File: config.mk
export PLATFORM = sky130hd
export DESIGN_NAME = vpu_vec_unit
export DESIGN_NICKNAME = d
export VERILOG_FILES = /design/src/common/vpu_pkg.sv /design/src/actf/vpu_actf_unit.sv /design/src/logic/vpu_cmd_dispatch.sv /design/src/logic/vpu_cmd_queue.sv /design/src/logic/vpu_rf.sv /design/src/logic/vpu_stor_unit.sv /design/src/logic/vpu_vec_unit.sv
export VERILOG_INCLUDE_DIRS = /design/src /design/src/common
export SDC_FILE = /design/constraint.sdc
export NUM_CORES = 1
export LEC_CHECK = 0
export ABC_AREA = 1
export BUFFER_PORTS_ARGS = -buffer_cell sky130_fd_sc_hd__buf_4
export CORE_MARGIN = 5
export CORE_UTILIZATION = 28
export DETAILED_ROUTE_END_ITERATION = 12
export PLACE_DENSITY_LB_ADDON = 0.2
export SYNTH_ARGS = -nofsm -noshare
export SYNTH_HDL_FRONTEND = slang
export SYNTH_HIERARCHICAL = 1
export SYNTH_SLANG_ARGS = --single-unit
export TNS_END_PERCENT = 50
File: constraint.sdc
create_clock -name clk -period 3.32 [get_ports clk]
set_input_delay 0.83 -clock clk [delete_from_list [all_inputs] [get_ports clk]]
set_output_delay 0.83 -clock clk [all_outputs]
set_load 0.01 [all_outputs]
File: src/common/vpu_params.svh
// Thread count and queue depth are powers of two and at least 2; payload must be 32 bits or wider
`ifndef VPU_PARAMS_SVH
`define VPU_PARAMS_SVH

// ======================================================================
// Thread configuration
// ======================================================================

`define VPU_THREADS_POW2	2				// log2 of thread count
`define VPU_THREADS		(1 << `VPU_THREADS_POW2)	// Number of hardware threads

// ======================================================================
// Command path
// ======================================================================

`define VPU_CMDQ_DEPTH_POW2	2				// log2 of command FIFO depth
`define VPU_CMDQ_DEPTH		(1 << `VPU_CMDQ_DEPTH_POW2)	// Command FIFO entries

`define VPU_PL_W		32				// Command payload width

// Payload layout used by ACTF
`define VPU_PL_LEAKY_BIT	0				// Leaky mode select
`define VPU_PL_SHIFT_LSB	1				// Shift amount low bit
`define VPU_PL_SHIFT_MSB	5				// Shift amount high bit

`endif

File: src/common/vpu_pkg.sv
// Types shared by the vector unit; opcode values outside the enum are legal on the port and dropped
`include "vpu_params.svh"

package vpu_pkg;

	// ======================================================================
	// Scalar types
	// ======================================================================

	typedef logic [`VPU_THREADS_POW2-1:0]	th_t;		// Thread index
	typedef logic signed [31:0]		acc_t;		// Signed accumulator
	typedef logic [`VPU_PL_W-1:0]		pl_t;		// Command payload
	typedef logic [4:0]			shamt_t;	// Leaky ReLU shift amount

	// Command opcodes
	typedef enum logic [4:0] {
		OP_NOP		= 5'd0,		// Does nothing
		OP_SETACC	= 5'd1,		// acc[th] = pl
		OP_SETEN	= 5'd2,		// en[th] = pl[0]
		OP_ACTF		= 5'd3,		// Activation over enabled threads
		OP_STORE	= 5'd4		// Emit enabled accumulators
	} op_t;

	// ======================================================================
	// Bundles
	// ======================================================================

	typedef struct packed {
		op_t	op;	// Opcode
		th_t	th;	// Target thread for SETACC/SETEN
		pl_t	pl;	// Payload
	} cmd_t;

	typedef struct packed {
		th_t	th;	// Source thread
		acc_t	data;	// Accumulator value
	} wrq_t;

	// Dispatcher FSM
	typedef enum logic [1:0] {
		DS_IDLE,		// Ready to pop
		DS_WAIT_ACTF,		// Activation unit running
		DS_WAIT_STOR		// Store unit running
	} disp_state_t;

	// Thread walker shared by the functional units
	typedef enum logic {
		WS_IDLE,		// Waiting for dispatch
		WS_WALK			// Stepping through threads
	} walk_state_t;

endpackage

File: src/actf/vpu_actf_unit.sv
// Fixed walk of one thread per cycle; i_leaky and i_shift must stay stable until o_done
`include "vpu_params.svh"

module vpu_actf_unit import vpu_pkg::*; (
	input  logic				clk,
	input  logic				i_rst_n,
	// Dispatcher side
	input  logic				i_disp,
	input  logic				i_leaky,
	input  shamt_t				i_shift,
	output logic				o_done,
	// Register values
	input  acc_t				i_acc [0:`VPU_THREADS-1],
	input  logic [`VPU_THREADS-1:0]	i_en,
	// Register file write port
	output logic				o_wr_en,
	output th_t				o_th,
	output acc_t				o_data
);

	localparam int NTH = `VPU_THREADS;	// Thread count

	walk_state_t	state_q;
	th_t		th_q;		// Thread under evaluation
	logic		last_th;	// Final thread of the walk
	acc_t		cur_acc;	// Accumulator of current thread
	logic		cur_neg;	// Current accumulator below zero

	// ======================================================================
	// Thread walker
	// ======================================================================

	assign last_th = (th_q == th_t'(NTH - 1));

	always_ff @(posedge clk) begin
		if (!i_rst_n) begin
			state_q <= WS_IDLE;
			th_q <= '0;
		end else begin
			case (state_q)
			WS_IDLE: begin
				if (i_disp) begin
					state_q <= WS_WALK;
					th_q <= '0;		// Always start at thread 0
				end
			end
			WS_WALK: begin
				th_q <= th_q + 1'b1;		// One thread per cycle
				if (last_th) begin
					state_q <= WS_IDLE;
				end
			end
			default: state_q <= WS_IDLE;
			endcase
		end
	end

	// ======================================================================
	// ReLU / leaky ReLU datapath
	// ======================================================================

	assign cur_acc = i_acc[th_q];
	assign cur_neg = cur_acc[31];			// Sign bit

	// Only negative values on enabled threads change
	assign o_wr_en = (state_q == WS_WALK) && i_en[th_q] && cur_neg;
	assign o_th = th_q;
	assign o_data = i_leaky ? (cur_acc >>> i_shift) : acc_t'(0);	// Arithmetic shift keeps sign
	assign o_done = (state_q == WS_WALK) && last_th;

endmodule

File: src/logic/vpu_cmd_dispatch.sv
// One command in flight at a time; SETACC/SETEN write on the pop edge, NOP and unknown ops drop
`include "vpu_params.svh"

module vpu_cmd_dispatch import vpu_pkg::*; (
	input  logic	clk,
	input  logic	i_rst_n,
	// Command queue side
	input  logic	i_vld,
	output logic	o_rd,
	input  cmd_t	i_cmd,
	// Status
	output logic	o_busy,
	// Register update port
	output logic	o_ru_wr_en,
	output logic	o_ru_sel_en,
	output th_t	o_ru_th,
	output acc_t	o_ru_data,
	// Activation unit
	output logic	o_actf_disp,
	output logic	o_leaky,
	output shamt_t	o_shift,
	input  logic	i_actf_done,
	// Store unit
	output logic	o_stor_disp,
	input  logic	i_stor_done
);

	disp_state_t	state_q;
	disp_state_t	state_nx;
	logic		pop_ok;		// FSM can take a command this cycle
	logic		is_setacc;
	logic		is_seten;
	logic		is_actf;
	logic		is_stor;
	logic		actf_disp_q;
	logic		stor_disp_q;
	logic		leaky_q;
	shamt_t		shift_q;

	// ======================================================================
	// Decode and pop
	// ======================================================================

	assign is_setacc = (i_cmd.op == OP_SETACC);
	assign is_seten = (i_cmd.op == OP_SETEN);
	assign is_actf = (i_cmd.op == OP_ACTF);
	assign is_stor = (i_cmd.op == OP_STORE);

	always_comb begin
		case (state_q)
		DS_IDLE:	pop_ok = 1'b1;
		DS_WAIT_ACTF:	pop_ok = i_actf_done;	// Back-to-back on done
		DS_WAIT_STOR:	pop_ok = i_stor_done;
		default:	pop_ok = 1'b1;
		endcase
	end

	assign o_rd = i_vld && pop_ok;

	always_comb begin
		state_nx = state_q;
		if (pop_ok) begin
			state_nx = DS_IDLE;		// Unit finished or already idle
		end
		if (o_rd && is_actf) begin
			state_nx = DS_WAIT_ACTF;
		end else if (o_rd && is_stor) begin
			state_nx = DS_WAIT_STOR;
		end
	end

	always_ff @(posedge clk) begin
		if (!i_rst_n) begin
			state_q <= DS_IDLE;
			actf_disp_q <= 1'b0;
			stor_disp_q <= 1'b0;
		end else begin
			state_q <= state_nx;
			actf_disp_q <= o_rd && is_actf;	// Disp one cycle after pop
			stor_disp_q <= o_rd && is_stor;
		end
	end

	// ACTF parameters held for the whole walk
	always_ff @(posedge clk) begin
		if (o_rd && is_actf) begin
			leaky_q <= i_cmd.pl[`VPU_PL_LEAKY_BIT];
			shift_q <= i_cmd.pl[`VPU_PL_SHIFT_MSB:`VPU_PL_SHIFT_LSB];
		end
	end

	// ======================================================================
	// Register update writes
	// ======================================================================

	assign o_ru_wr_en = o_rd && (is_setacc || is_seten);
	assign o_ru_sel_en = is_seten;			// Enable bit or accumulator
	assign o_ru_th = i_cmd.th;
	assign o_ru_data = is_seten ? acc_t'({31'b0, i_cmd.pl[0]}) : acc_t'(i_cmd.pl[31:0]);

	assign o_actf_disp = actf_disp_q;
	assign o_stor_disp = stor_disp_q;
	assign o_leaky = leaky_q;
	assign o_shift = shift_q;
	assign o_busy = (state_q != DS_IDLE);

endmodule

File: src/logic/vpu_cmd_queue.sv
// Driver must hold i_cmd stable while i_cmd_sel is high and raise sel only after ack is low
`include "vpu_params.svh"

module vpu_cmd_queue import vpu_pkg::*; (
	input  logic	clk,
	input  logic	i_rst_n,
	// Four-phase command port
	input  logic	i_cmd_sel,
	input  cmd_t	i_cmd,
	output logic	o_cmd_ack,
	// To dispatcher
	output logic	o_vld,
	input  logic	i_rd,
	output cmd_t	o_cmd,
	// Status
	output logic	o_busy
);

	localparam int DEPTH = `VPU_CMDQ_DEPTH;		// FIFO entries
	localparam int AW = `VPU_CMDQ_DEPTH_POW2;	// FIFO address width

	cmd_t		fifo_mem [0:DEPTH-1];	// Command storage
	logic [AW:0]	wr_ptr;			// Write pointer with wrap flag in MSB
	logic [AW:0]	rd_ptr;			// Read pointer with wrap flag in MSB
	logic		ack_q;			// Ack phase register
	logic		fifo_empty;
	logic		fifo_full;
	logic		push;			// Accept a new command
	logic		pop;			// Dispatcher takes head

	// ======================================================================
	// FIFO status
	// ======================================================================

	assign fifo_empty = (wr_ptr == rd_ptr);
	assign fifo_full = (wr_ptr[AW] != rd_ptr[AW]) &&
		(wr_ptr[AW-1:0] == rd_ptr[AW-1:0]);	// Same slot, different lap

	// Sel high with ack still low is a fresh command
	assign push = i_cmd_sel && !ack_q && !fifo_full;
	assign pop = o_vld && i_rd;

	// ======================================================================
	// Handshake phases
	// ======================================================================

	always_ff @(posedge clk) begin
		if (!i_rst_n) begin
			ack_q <= 1'b0;
		end else if (push) begin
			ack_q <= 1'b1;		// Ack the cycle after capture
		end else if (!i_cmd_sel) begin
			ack_q <= 1'b0;		// Release once sel has dropped
		end
	end

	always_ff @(posedge clk) begin
		if (!i_rst_n) begin
			wr_ptr <= '0;
			rd_ptr <= '0;
		end else begin
			if (push) begin
				wr_ptr <= wr_ptr + 1'b1;
			end
			if (pop) begin
				rd_ptr <= rd_ptr + 1'b1;
			end
		end
	end

	always_ff @(posedge clk) begin
		if (push) begin
			fifo_mem[wr_ptr[AW-1:0]] <= i_cmd;	// Capture payload
		end
	end

	assign o_cmd_ack = ack_q;
	assign o_vld = !fifo_empty;
	assign o_cmd = fifo_mem[rd_ptr[AW-1:0]];	// Fall-through head
	assign o_busy = !fifo_empty || ack_q;		// Pending work or open handshake

endmodule

File: src/logic/vpu_rf.sv
// Both write ports may hit one accumulator in the same cycle; the register update port then wins
`include "vpu_params.svh"

module vpu_rf import vpu_pkg::*; (
	input  logic				clk,
	input  logic				i_rst_n,
	// Register update port
	input  logic				i_ru_wr_en,
	input  logic				i_ru_sel_en,
	input  th_t				i_ru_th,
	input  acc_t				i_ru_data,
	// Activation unit port
	input  logic				i_actf_wr_en,
	input  th_t				i_actf_th,
	input  acc_t				i_actf_data,
	// Register values
	output acc_t				o_acc [0:`VPU_THREADS-1],
	output logic [`VPU_THREADS-1:0]	o_en
);

	localparam int NTH = `VPU_THREADS;	// Thread count

	acc_t			acc_q [0:NTH-1];	// Per-thread accumulators
	logic [NTH-1:0]		en_q;			// Per-thread enable bits
	logic [NTH-1:0]		ru_acc_hit;		// SETACC target decode
	logic [NTH-1:0]		ru_en_hit;		// SETEN target decode
	logic [NTH-1:0]		actf_hit;		// Activation target decode

	// ======================================================================
	// Write decode
	// ======================================================================

	always_comb begin
		for (int t = 0; t < NTH; t++) begin
			ru_acc_hit[t] = i_ru_wr_en && !i_ru_sel_en && (i_ru_th == th_t'(t));
			ru_en_hit[t] = i_ru_wr_en && i_ru_sel_en && (i_ru_th == th_t'(t));
			actf_hit[t] = i_actf_wr_en && (i_actf_th == th_t'(t));
		end
	end

	// ======================================================================
	// Register array
	// ======================================================================

	always_ff @(posedge clk) begin
		if (!i_rst_n) begin
			for (int t = 0; t < NTH; t++) begin
				acc_q[t] <= '0;
			end
			en_q <= '0;
		end else begin
			for (int t = 0; t < NTH; t++) begin
				// Later command overrides the last activation write
				if (ru_acc_hit[t]) begin
					acc_q[t] <= i_ru_data;
				end else if (actf_hit[t]) begin
					acc_q[t] <= i_actf_data;
				end
				if (ru_en_hit[t]) begin
					en_q[t] <= i_ru_data[0];	// Enable in bit 0
				end
			end
		end
	end

	assign o_acc = acc_q;
	assign o_en = en_q;

endmodule

File: src/logic/vpu_stor_unit.sv
// Register values must stay stable during the walk; disabled threads cost one idle cycle each
`include "vpu_params.svh"

module vpu_stor_unit import vpu_pkg::*; (
	input  logic				clk,
	input  logic				i_rst_n,
	// Dispatcher side
	input  logic				i_disp,
	output logic				o_done,
	// Register values
	input  acc_t				i_acc [0:`VPU_THREADS-1],
	input  logic [`VPU_THREADS-1:0]	i_en,
	// Result channel
	output logic				o_wrq_vld,
	output wrq_t				o_wrq,
	input  logic				i_wrq_rdy
);

	localparam int NTH = `VPU_THREADS;	// Thread count

	walk_state_t	state_q;
	th_t		th_q;		// Thread being emitted
	logic		last_th;	// Final thread of the walk
	logic		cur_en;		// Current thread enabled
	logic		step;		// Move to next thread

	// ======================================================================
	// Thread walker
	// ======================================================================

	assign last_th = (th_q == th_t'(NTH - 1));
	assign cur_en = i_en[th_q];
	assign step = (state_q == WS_WALK) && (!cur_en || i_wrq_rdy);	// Skip or transfer

	always_ff @(posedge clk) begin
		if (!i_rst_n) begin
			state_q <= WS_IDLE;
			th_q <= '0;
		end else begin
			case (state_q)
			WS_IDLE: begin
				if (i_disp) begin
					state_q <= WS_WALK;
					th_q <= '0;
				end
			end
			WS_WALK: begin
				if (step) begin
					th_q <= th_q + 1'b1;
					if (last_th) begin
						state_q <= WS_IDLE;
					end
				end
			end
			default: state_q <= WS_IDLE;
			endcase
		end
	end

	// ======================================================================
	// Result channel
	// ======================================================================

	// Held while ready is low since th_q only moves on step
	assign o_wrq_vld = (state_q == WS_WALK) && cur_en;
	assign o_wrq.th = th_q;
	assign o_wrq.data = i_acc[th_q];
	assign o_done = step && last_th;		// Last transfer or last skip

endmodule

File: src/logic/vpu_vec_unit.sv
// Four threads by default; no memory path, so a stalled result channel backs up into cmd ack
`include "vpu_params.svh"

module vpu_vec_unit import vpu_pkg::*; (
	input  logic	clk,
	input  logic	i_rst_n,
	// Command port
	input  logic	i_cmd_sel,
	input  cmd_t	i_cmd,
	output logic	o_cmd_ack,
	// Result channel
	output logic	o_wrq_vld,
	output wrq_t	o_wrq,
	input  logic	i_wrq_rdy,
	// Status
	output logic	o_busy
);

	// ======================================================================
	// Internal wiring
	// ======================================================================

	logic				cmdq_busy;
	logic				cmdq_vld;
	logic				cmdq_rd;
	cmd_t				cmdq_cmd;	// Head of queue

	logic				cmdd_busy;
	logic				cmdd_actf_disp;
	logic				cmdd_actf_done;
	logic				cmdd_stor_disp;
	logic				cmdd_stor_done;
	logic				cmdd_leaky;
	shamt_t				cmdd_shift;

	logic				ru_wr_en;	// Register update port
	logic				ru_sel_en;
	th_t				ru_th;
	acc_t				ru_data;

	logic				actf_wr_en;	// Activation write port
	th_t				actf_th;
	acc_t				actf_data;

	acc_t				rf_acc [0:`VPU_THREADS-1];
	logic [`VPU_THREADS-1:0]	rf_en;

	assign o_busy = cmdq_busy || cmdd_busy;

	// ======================================================================
	// Block instances
	// ======================================================================

	vpu_cmd_queue cmd_queue (
		.clk(clk), .i_rst_n(i_rst_n),
		.i_cmd_sel(i_cmd_sel), .i_cmd(i_cmd), .o_cmd_ack(o_cmd_ack),
		.o_vld(cmdq_vld), .i_rd(cmdq_rd), .o_cmd(cmdq_cmd),
		.o_busy(cmdq_busy)
	);

	vpu_cmd_dispatch cmd_disp (
		.clk(clk), .i_rst_n(i_rst_n),
		.i_vld(cmdq_vld), .o_rd(cmdq_rd), .i_cmd(cmdq_cmd),
		.o_busy(cmdd_busy),
		.o_ru_wr_en(ru_wr_en), .o_ru_sel_en(ru_sel_en),
		.o_ru_th(ru_th), .o_ru_data(ru_data),
		.o_actf_disp(cmdd_actf_disp), .o_leaky(cmdd_leaky), .o_shift(cmdd_shift),
		.i_actf_done(cmdd_actf_done),
		.o_stor_disp(cmdd_stor_disp), .i_stor_done(cmdd_stor_done)
	);

	vpu_rf rf (
		.clk(clk), .i_rst_n(i_rst_n),
		.i_ru_wr_en(ru_wr_en), .i_ru_sel_en(ru_sel_en),
		.i_ru_th(ru_th), .i_ru_data(ru_data),
		.i_actf_wr_en(actf_wr_en), .i_actf_th(actf_th), .i_actf_data(actf_data),
		.o_acc(rf_acc), .o_en(rf_en)
	);

	vpu_actf_unit actf_unit (
		.clk(clk), .i_rst_n(i_rst_n),
		.i_disp(cmdd_actf_disp), .i_leaky(cmdd_leaky), .i_shift(cmdd_shift),
		.o_done(cmdd_actf_done),
		.i_acc(rf_acc), .i_en(rf_en),
		.o_wr_en(actf_wr_en), .o_th(actf_th), .o_data(actf_data)
	);

	vpu_stor_unit stor_unit (
		.clk(clk), .i_rst_n(i_rst_n),
		.i_disp(cmdd_stor_disp), .o_done(cmdd_stor_done),
		.i_acc(rf_acc), .i_en(rf_en),
		.o_wrq_vld(o_wrq_vld), .o_wrq(o_wrq), .i_wrq_rdy(i_wrq_rdy)
	);

endmodule

==> results.md <==
- Registers are responsible for roughly a third of the overall power.
- The number of antenna violations at the first check in global routing is 0.
- Setup violations remaining at the end of the flow were counted as 0.
- Of the total synthesized cell area, the portion taken by XOR and XNOR cells is less than 1%.
- Counting both buffers and inverters, the worst setup path holds a total of 3.
- The number of port buffers is 79.
- For this run the aggregate overflow at the end of global routing stands at 0.
- The run finished with clean final reports.
- Summed over all nets, the half-perimeter wirelength after detailed placement is ~42 mm.
- Counting instances, the worst hold path has a depth of 1.
- The max-slew violation count is 0.
- Clock tree synthesis inserted a total of 38 buffers.
- The area added between synthesis and finish is 15.0%.
- The first-pass GRT wire length is around 100 mm.
- The cell at the root of the clock tree is sky130_fd_sc_hd__clkbuf_16.
- Pin placement for this block handled 80 I/O pins.
- The first-pass iteration count of the detailed router is 6.
- The flop and latch count out of synthesis is between 300 and 400.
- After routing, the total negative slack on setup checks comes to 0 ns.
- The number of vias after detailed routing is ~17000.
- For this run, the leading register cell type out of synthesis is sky130_fd_sc_hd__edfxtp_1.
- By area, the combinational part of the netlist is dominated by simple AND/OR/NAND/NOR gates.
- The tool flagged a number of max-cap violations equal to 0.
- The kind of critical path is flip-flop to output port.
- The critical path crosses 5 cells after its start point.
- The number of distinct library cell variants in the gate-level netlist after synthesis is 38.
- The upper clock frequency limit is 312 MHz.
- The pin count of the biggest net entering global routing is 121.
- The worst min-delay path class is input port to flip-flop.
- The hold violation count in the final report is 0.
- In this run the worst setup path begins at stor_unit/th_q[1].
- Measured against the total synthesized area, the mux share comes to 0%.
- Of the total synthesized cell area, the portion taken by AND, OR, NAND and NOR gates is 31.3%.
- The cell count after synthesis came out at 2438.
- The count of flip-flops with a built-in enable after synthesis is ~160.
- TritonCTS built the clock tree.
- The post-route non-filler standard cell count is about 3300.
- The top cell type by total area after synthesis is sky130_fd_sc_hd__edfxtp_1.
- The initial utilization of the core area, before any placement, comes to between 20 and 30%.
- Once detail routing completed, the nets flagged for antenna violations numbered 0.
- The combinational cell fraction of total power is 33.1%.
- The die width is ~260 um.
- IR analysis of the VDD net gives a maximum drop of 0.000318 V.
- The detailed router finished its first iteration with between 1500 and 2000 violations.
- The area of the mapped netlist is around 18000 um^2.
- Measured along the y axis, the die boundary spans roughly 260 um.
- Walking the worst path, the cells encountered are inv_2 > buf_4 > o21ai_0 > o22ai_1 > buf_4.
- Summing the areas of all fa, ha and maj instances in the mapped netlist gives less than 1% of the synthesized area.
- The total instance count after detailed placement is ~3200.
- The maximum fanout encountered on the critical timing path is 32.
- The post-CTS setup-driven buffer insertion count is 0.
- The share of the Yosys chip area taken by registers is between 40% and 50%.
- The gate family responsible for the most delay along the worst path is buffers and inverters.
- For the finished layout, the period the worst path requires is 3.21 ns.
- STA classifies the critical path startpoint as a flip-flop.
- The die covers 68800 um^2.
- The startpoint of the lowest-slack hold path is i_cmd[10].
- Counting every net in the synthesized netlist gives approximately 2500.
- The share of total power dissipated in the clock network is a little under a third.
- Before CTS, the worst setup slack after placement is 0.365 ns.
- Of the total power, the share spent switching nets is 38.7%.
- The leakage power summed over all cells is 0.00778 uW.
- The average cell area after synthesis is 7.31 um^2.
- In this run the power density over the cells is 631 nW/um^2.
- The actual transition at the worst max-transition pin is about 0.8 ns.
- Summed over all layers, the routed wires come to around 66 mm.
- Of the post-synthesis cell area, the dominant cell type holds a little over a quarter.
- The synthesized netlist devotes between 10% and 20% of its cell area to compound gates.
- The maximum single-stage delay on the critical path is slightly below 0.5 ns.
- The CTS H-tree depth is 2.
- The slowest stage cell on the critical path is sky130_fd_sc_hd__buf_4.
- Headroom to the max-slew limit came out at between 40 and 50%.
- Dividing the detail-routed wire length by the instance count gives ~20 um.
- The power dissipated by switching net loads is approximately 5000 uW.
- The clock latency on the worst-skew pair is 0.56 ns.
- The number of cells traversed by the worst register-to-register path is 14.
- The worst-case clock skew is approximately 0.021 ns.
- After floorplanning, the core was sized to cover 63100 um^2.
- The DRC violation count after routing is 0.
- After clock tree synthesis, the clock-pin slew on the worst setup and hold paths is about 0.06 ns.
- The count of warnings emitted by yosys is 6.
- The data arrival time of the worst path is 2.38 ns.
- In the synthesized netlist the async set-or-reset flop fraction comes to 0%.
- Of the cells placed in the final design, the portion with a size suffix greater than 1 is about an eighth.
- The net total in the final layout is about 2500.
- Internal power comes to 7920 uW.
- The via count of the first global-routing pass is between 15000 and 20000.
- The number of buffers on the longest clock path is 3.
- Setup repair after global routing left no endpoint under its margin.
- Ranked by total cell area, the synthesized netlist is headed by sky130_fd_sc_hd__edfxtp_1, sky130_fd_sc_hd__dfxtp_1, sky130_fd_sc_hd__nand3_1.
- Routability-driven placement finished with a final weighted congestion of around 0.90.
- For the worst setup path, the data required time is about 2.5 ns.
- Global routing consumed, over all layers together, a little under a fifth of the routing resources.
- The number of clock sinks is approximately 310.
- The floorplan row count is 92.
- In the routed layout, each cell is associated on average with a via count of roughly 5.2.
- The worst setup path is captured at an output port.
- After layout, the worst setup slack is around 0.11 ns.
- The final critical-path share of the clock period is a little over nine tenths.
- By instance count, the cell type seen most on the critical path is sky130_fd_sc_hd__buf_4.
==> per-layer routing <==
metal  part of all wire, %  global-route usage (%)
met5                     0                       0
met4                   2.2                    5.06
met3                   7.3                    2.88
met2                    46                    29.1
met1                    45                    25.7
==> path summary, 6_finish.rpt <==
path,end,slack (ns)
max reg2reg,rf/o_acc[48],0.39
min,cmd_queue/fifo_mem[0][10],0.48
max,o_wrq[29],0.11
min reg2reg,actf_unit/o_th[1],0.49
==> sequential cells by signal, indices dropped and copies added (netlist names), named ones only <==
| name | cells |
|---|---|
| actf_unit/state_q | 1 |
| rf/o_acc | 128 |
| cmd_disp/o_actf_disp | 1 |
| cmd_queue/rd_ptr | 3 |
| cmd_queue/o_cmd_ack | 1 |
| cmd_disp/state_q | 2 |
| cmd_disp/o_stor_disp | 1 |
| cmd_disp/o_leaky | 1 |
| actf_unit/o_th | 2 |
| rf/o_en | 4 |
| stor_unit/state_q | 1 |
| stor_unit/th_q | 2 |
| cmd_queue/wr_ptr | 3 |
| cmd_disp/o_shift | 5 |
| cmd_queue/fifo_mem | 156 |
==> timing repair <==
action | in CTS | in global routing
setup endpoints to repair | 5 | 2
hold buffers | 0 | 0
resized for setup | 1 | 1
==> layout make-up <==
class | count | area [um^2]
Clock buffer | 53 | 1110
Sequential cell | 313 | 7890
Clock inverter | 15 | 125
Fill cell | 6859 | 42600
Inverter | 154 | 582
Antenna cell | 1 | 2.50
Timing Repair Buffer | 155 | 1350
Tap cell | 846 | 1060
Multi-Input combinational cell | 1780 | 8370
==> stage by stage <==
step	utilization [%]	area, um^2	power, uW	hold WS (ns)
CTS	32.5	20500	13000	0.438
global route	32.5	20500	13600	0.451
finish	32.5	20500	12900	0.477
floorplan	-	17800	7280	0.450
global placement	30.5	19200	8820	0.482
detailed placement	30.5	19200	8840	0.483
==> cell families (layout without fill, tap and decap cells) <==
kind of cell | after synthesis | in the layout
and+or+nand+nor | 1279 | 1279
AOI/OAI and AO/OA | 489 | 489
buffers and inverters | 345 | 377
DFF | 313 | 313
adders and majority gates | 10 | 10
xor gates and xnor gates | 2 | 2
other | 0 | 1
==> power groups by stage <==
stage | combinational (uW) | clock (uW) | sequential [uW]
floorplan | 2740 | 0 | 4540
global placement | 4210 | 0 | 4600
detailed placement | 4230 | 0 | 4610
CTS | 4240 | 4240 | 4530
global route | 4690 | 4390 | 4560
finish | 4280 | 4120 | 4530
==> layout by cell type (no fill, tap or decap), types with 7 or more instances in the layout <==
| master | instances |
|---|---|
| sky130_fd_sc_hd__clkinv_2 | 9 |
| sky130_fd_sc_hd__inv_2 | 9 |
| sky130_fd_sc_hd__buf_4 | 139 |
| sky130_fd_sc_hd__ha_1 | 10 |
| sky130_fd_sc_hd__nand3_1 | 450 |
| sky130_fd_sc_hd__nor2_4 | 7 |
| sky130_fd_sc_hd__nor3_1 | 7 |
| sky130_fd_sc_hd__o22ai_1 | 71 |
| sky130_fd_sc_hd__nand3_2 | 21 |
| sky130_fd_sc_hd__o21ai_2 | 8 |
| sky130_fd_sc_hd__nand2_2 | 13 |
| sky130_fd_sc_hd__o21ai_0 | 228 |
| sky130_fd_sc_hd__inv_1 | 141 |
| sky130_fd_sc_hd__o21ai_1 | 18 |
| sky130_fd_sc_hd__edfxtp_1 | 162 |
| sky130_fd_sc_hd__buf_12 | 14 |
| sky130_fd_sc_hd__clkbuf_1 | 7 |
| sky130_fd_sc_hd__clkbuf_16 | 40 |
| sky130_fd_sc_hd__dfxtp_1 | 147 |
| sky130_fd_sc_hd__a21oi_1 | 157 |
| sky130_fd_sc_hd__nor2_1 | 216 |
| sky130_fd_sc_hd__nand2_1 | 553 |
==> Yosys cell counts, types with 2 or more instances <==
master                     number
sky130_fd_sc_hd__buf_1          8
sky130_fd_sc_hd__nor2_1       220
sky130_fd_sc_hd__buf_6         21
sky130_fd_sc_hd__inv_1        143
sky130_fd_sc_hd__clkbuf_2       3
sky130_fd_sc_hd__nor2_4         2
sky130_fd_sc_hd__inv_2          8
sky130_fd_sc_hd__buf_2         60
sky130_fd_sc_hd__nand3_1      453
sky130_fd_sc_hd__a211oi_1       2
sky130_fd_sc_hd__nand2_2        9
sky130_fd_sc_hd__nand2_1      557
sky130_fd_sc_hd__dfxtp_1      151
sky130_fd_sc_hd__buf_4         14
sky130_fd_sc_hd__nor2_2         6
sky130_fd_sc_hd__clkbuf_1      83
sky130_fd_sc_hd__a21oi_1      157
sky130_fd_sc_hd__xor2_1         2
sky130_fd_sc_hd__ha_1          10
sky130_fd_sc_hd__nand3b_1       2
sky130_fd_sc_hd__o21ai_1       18
sky130_fd_sc_hd__o22ai_1       71
sky130_fd_sc_hd__nand3_2       18
sky130_fd_sc_hd__buf_12         2
sky130_fd_sc_hd__edfxtp_1     162
sky130_fd_sc_hd__nor3_1         7
sky130_fd_sc_hd__clkinv_1       2
sky130_fd_sc_hd__o21ai_0      228
sky130_fd_sc_hd__o21ai_2        8
sky130_fd_sc_hd__a21oi_2        3
Note: power is estimated with default switching activity, not from simulation.
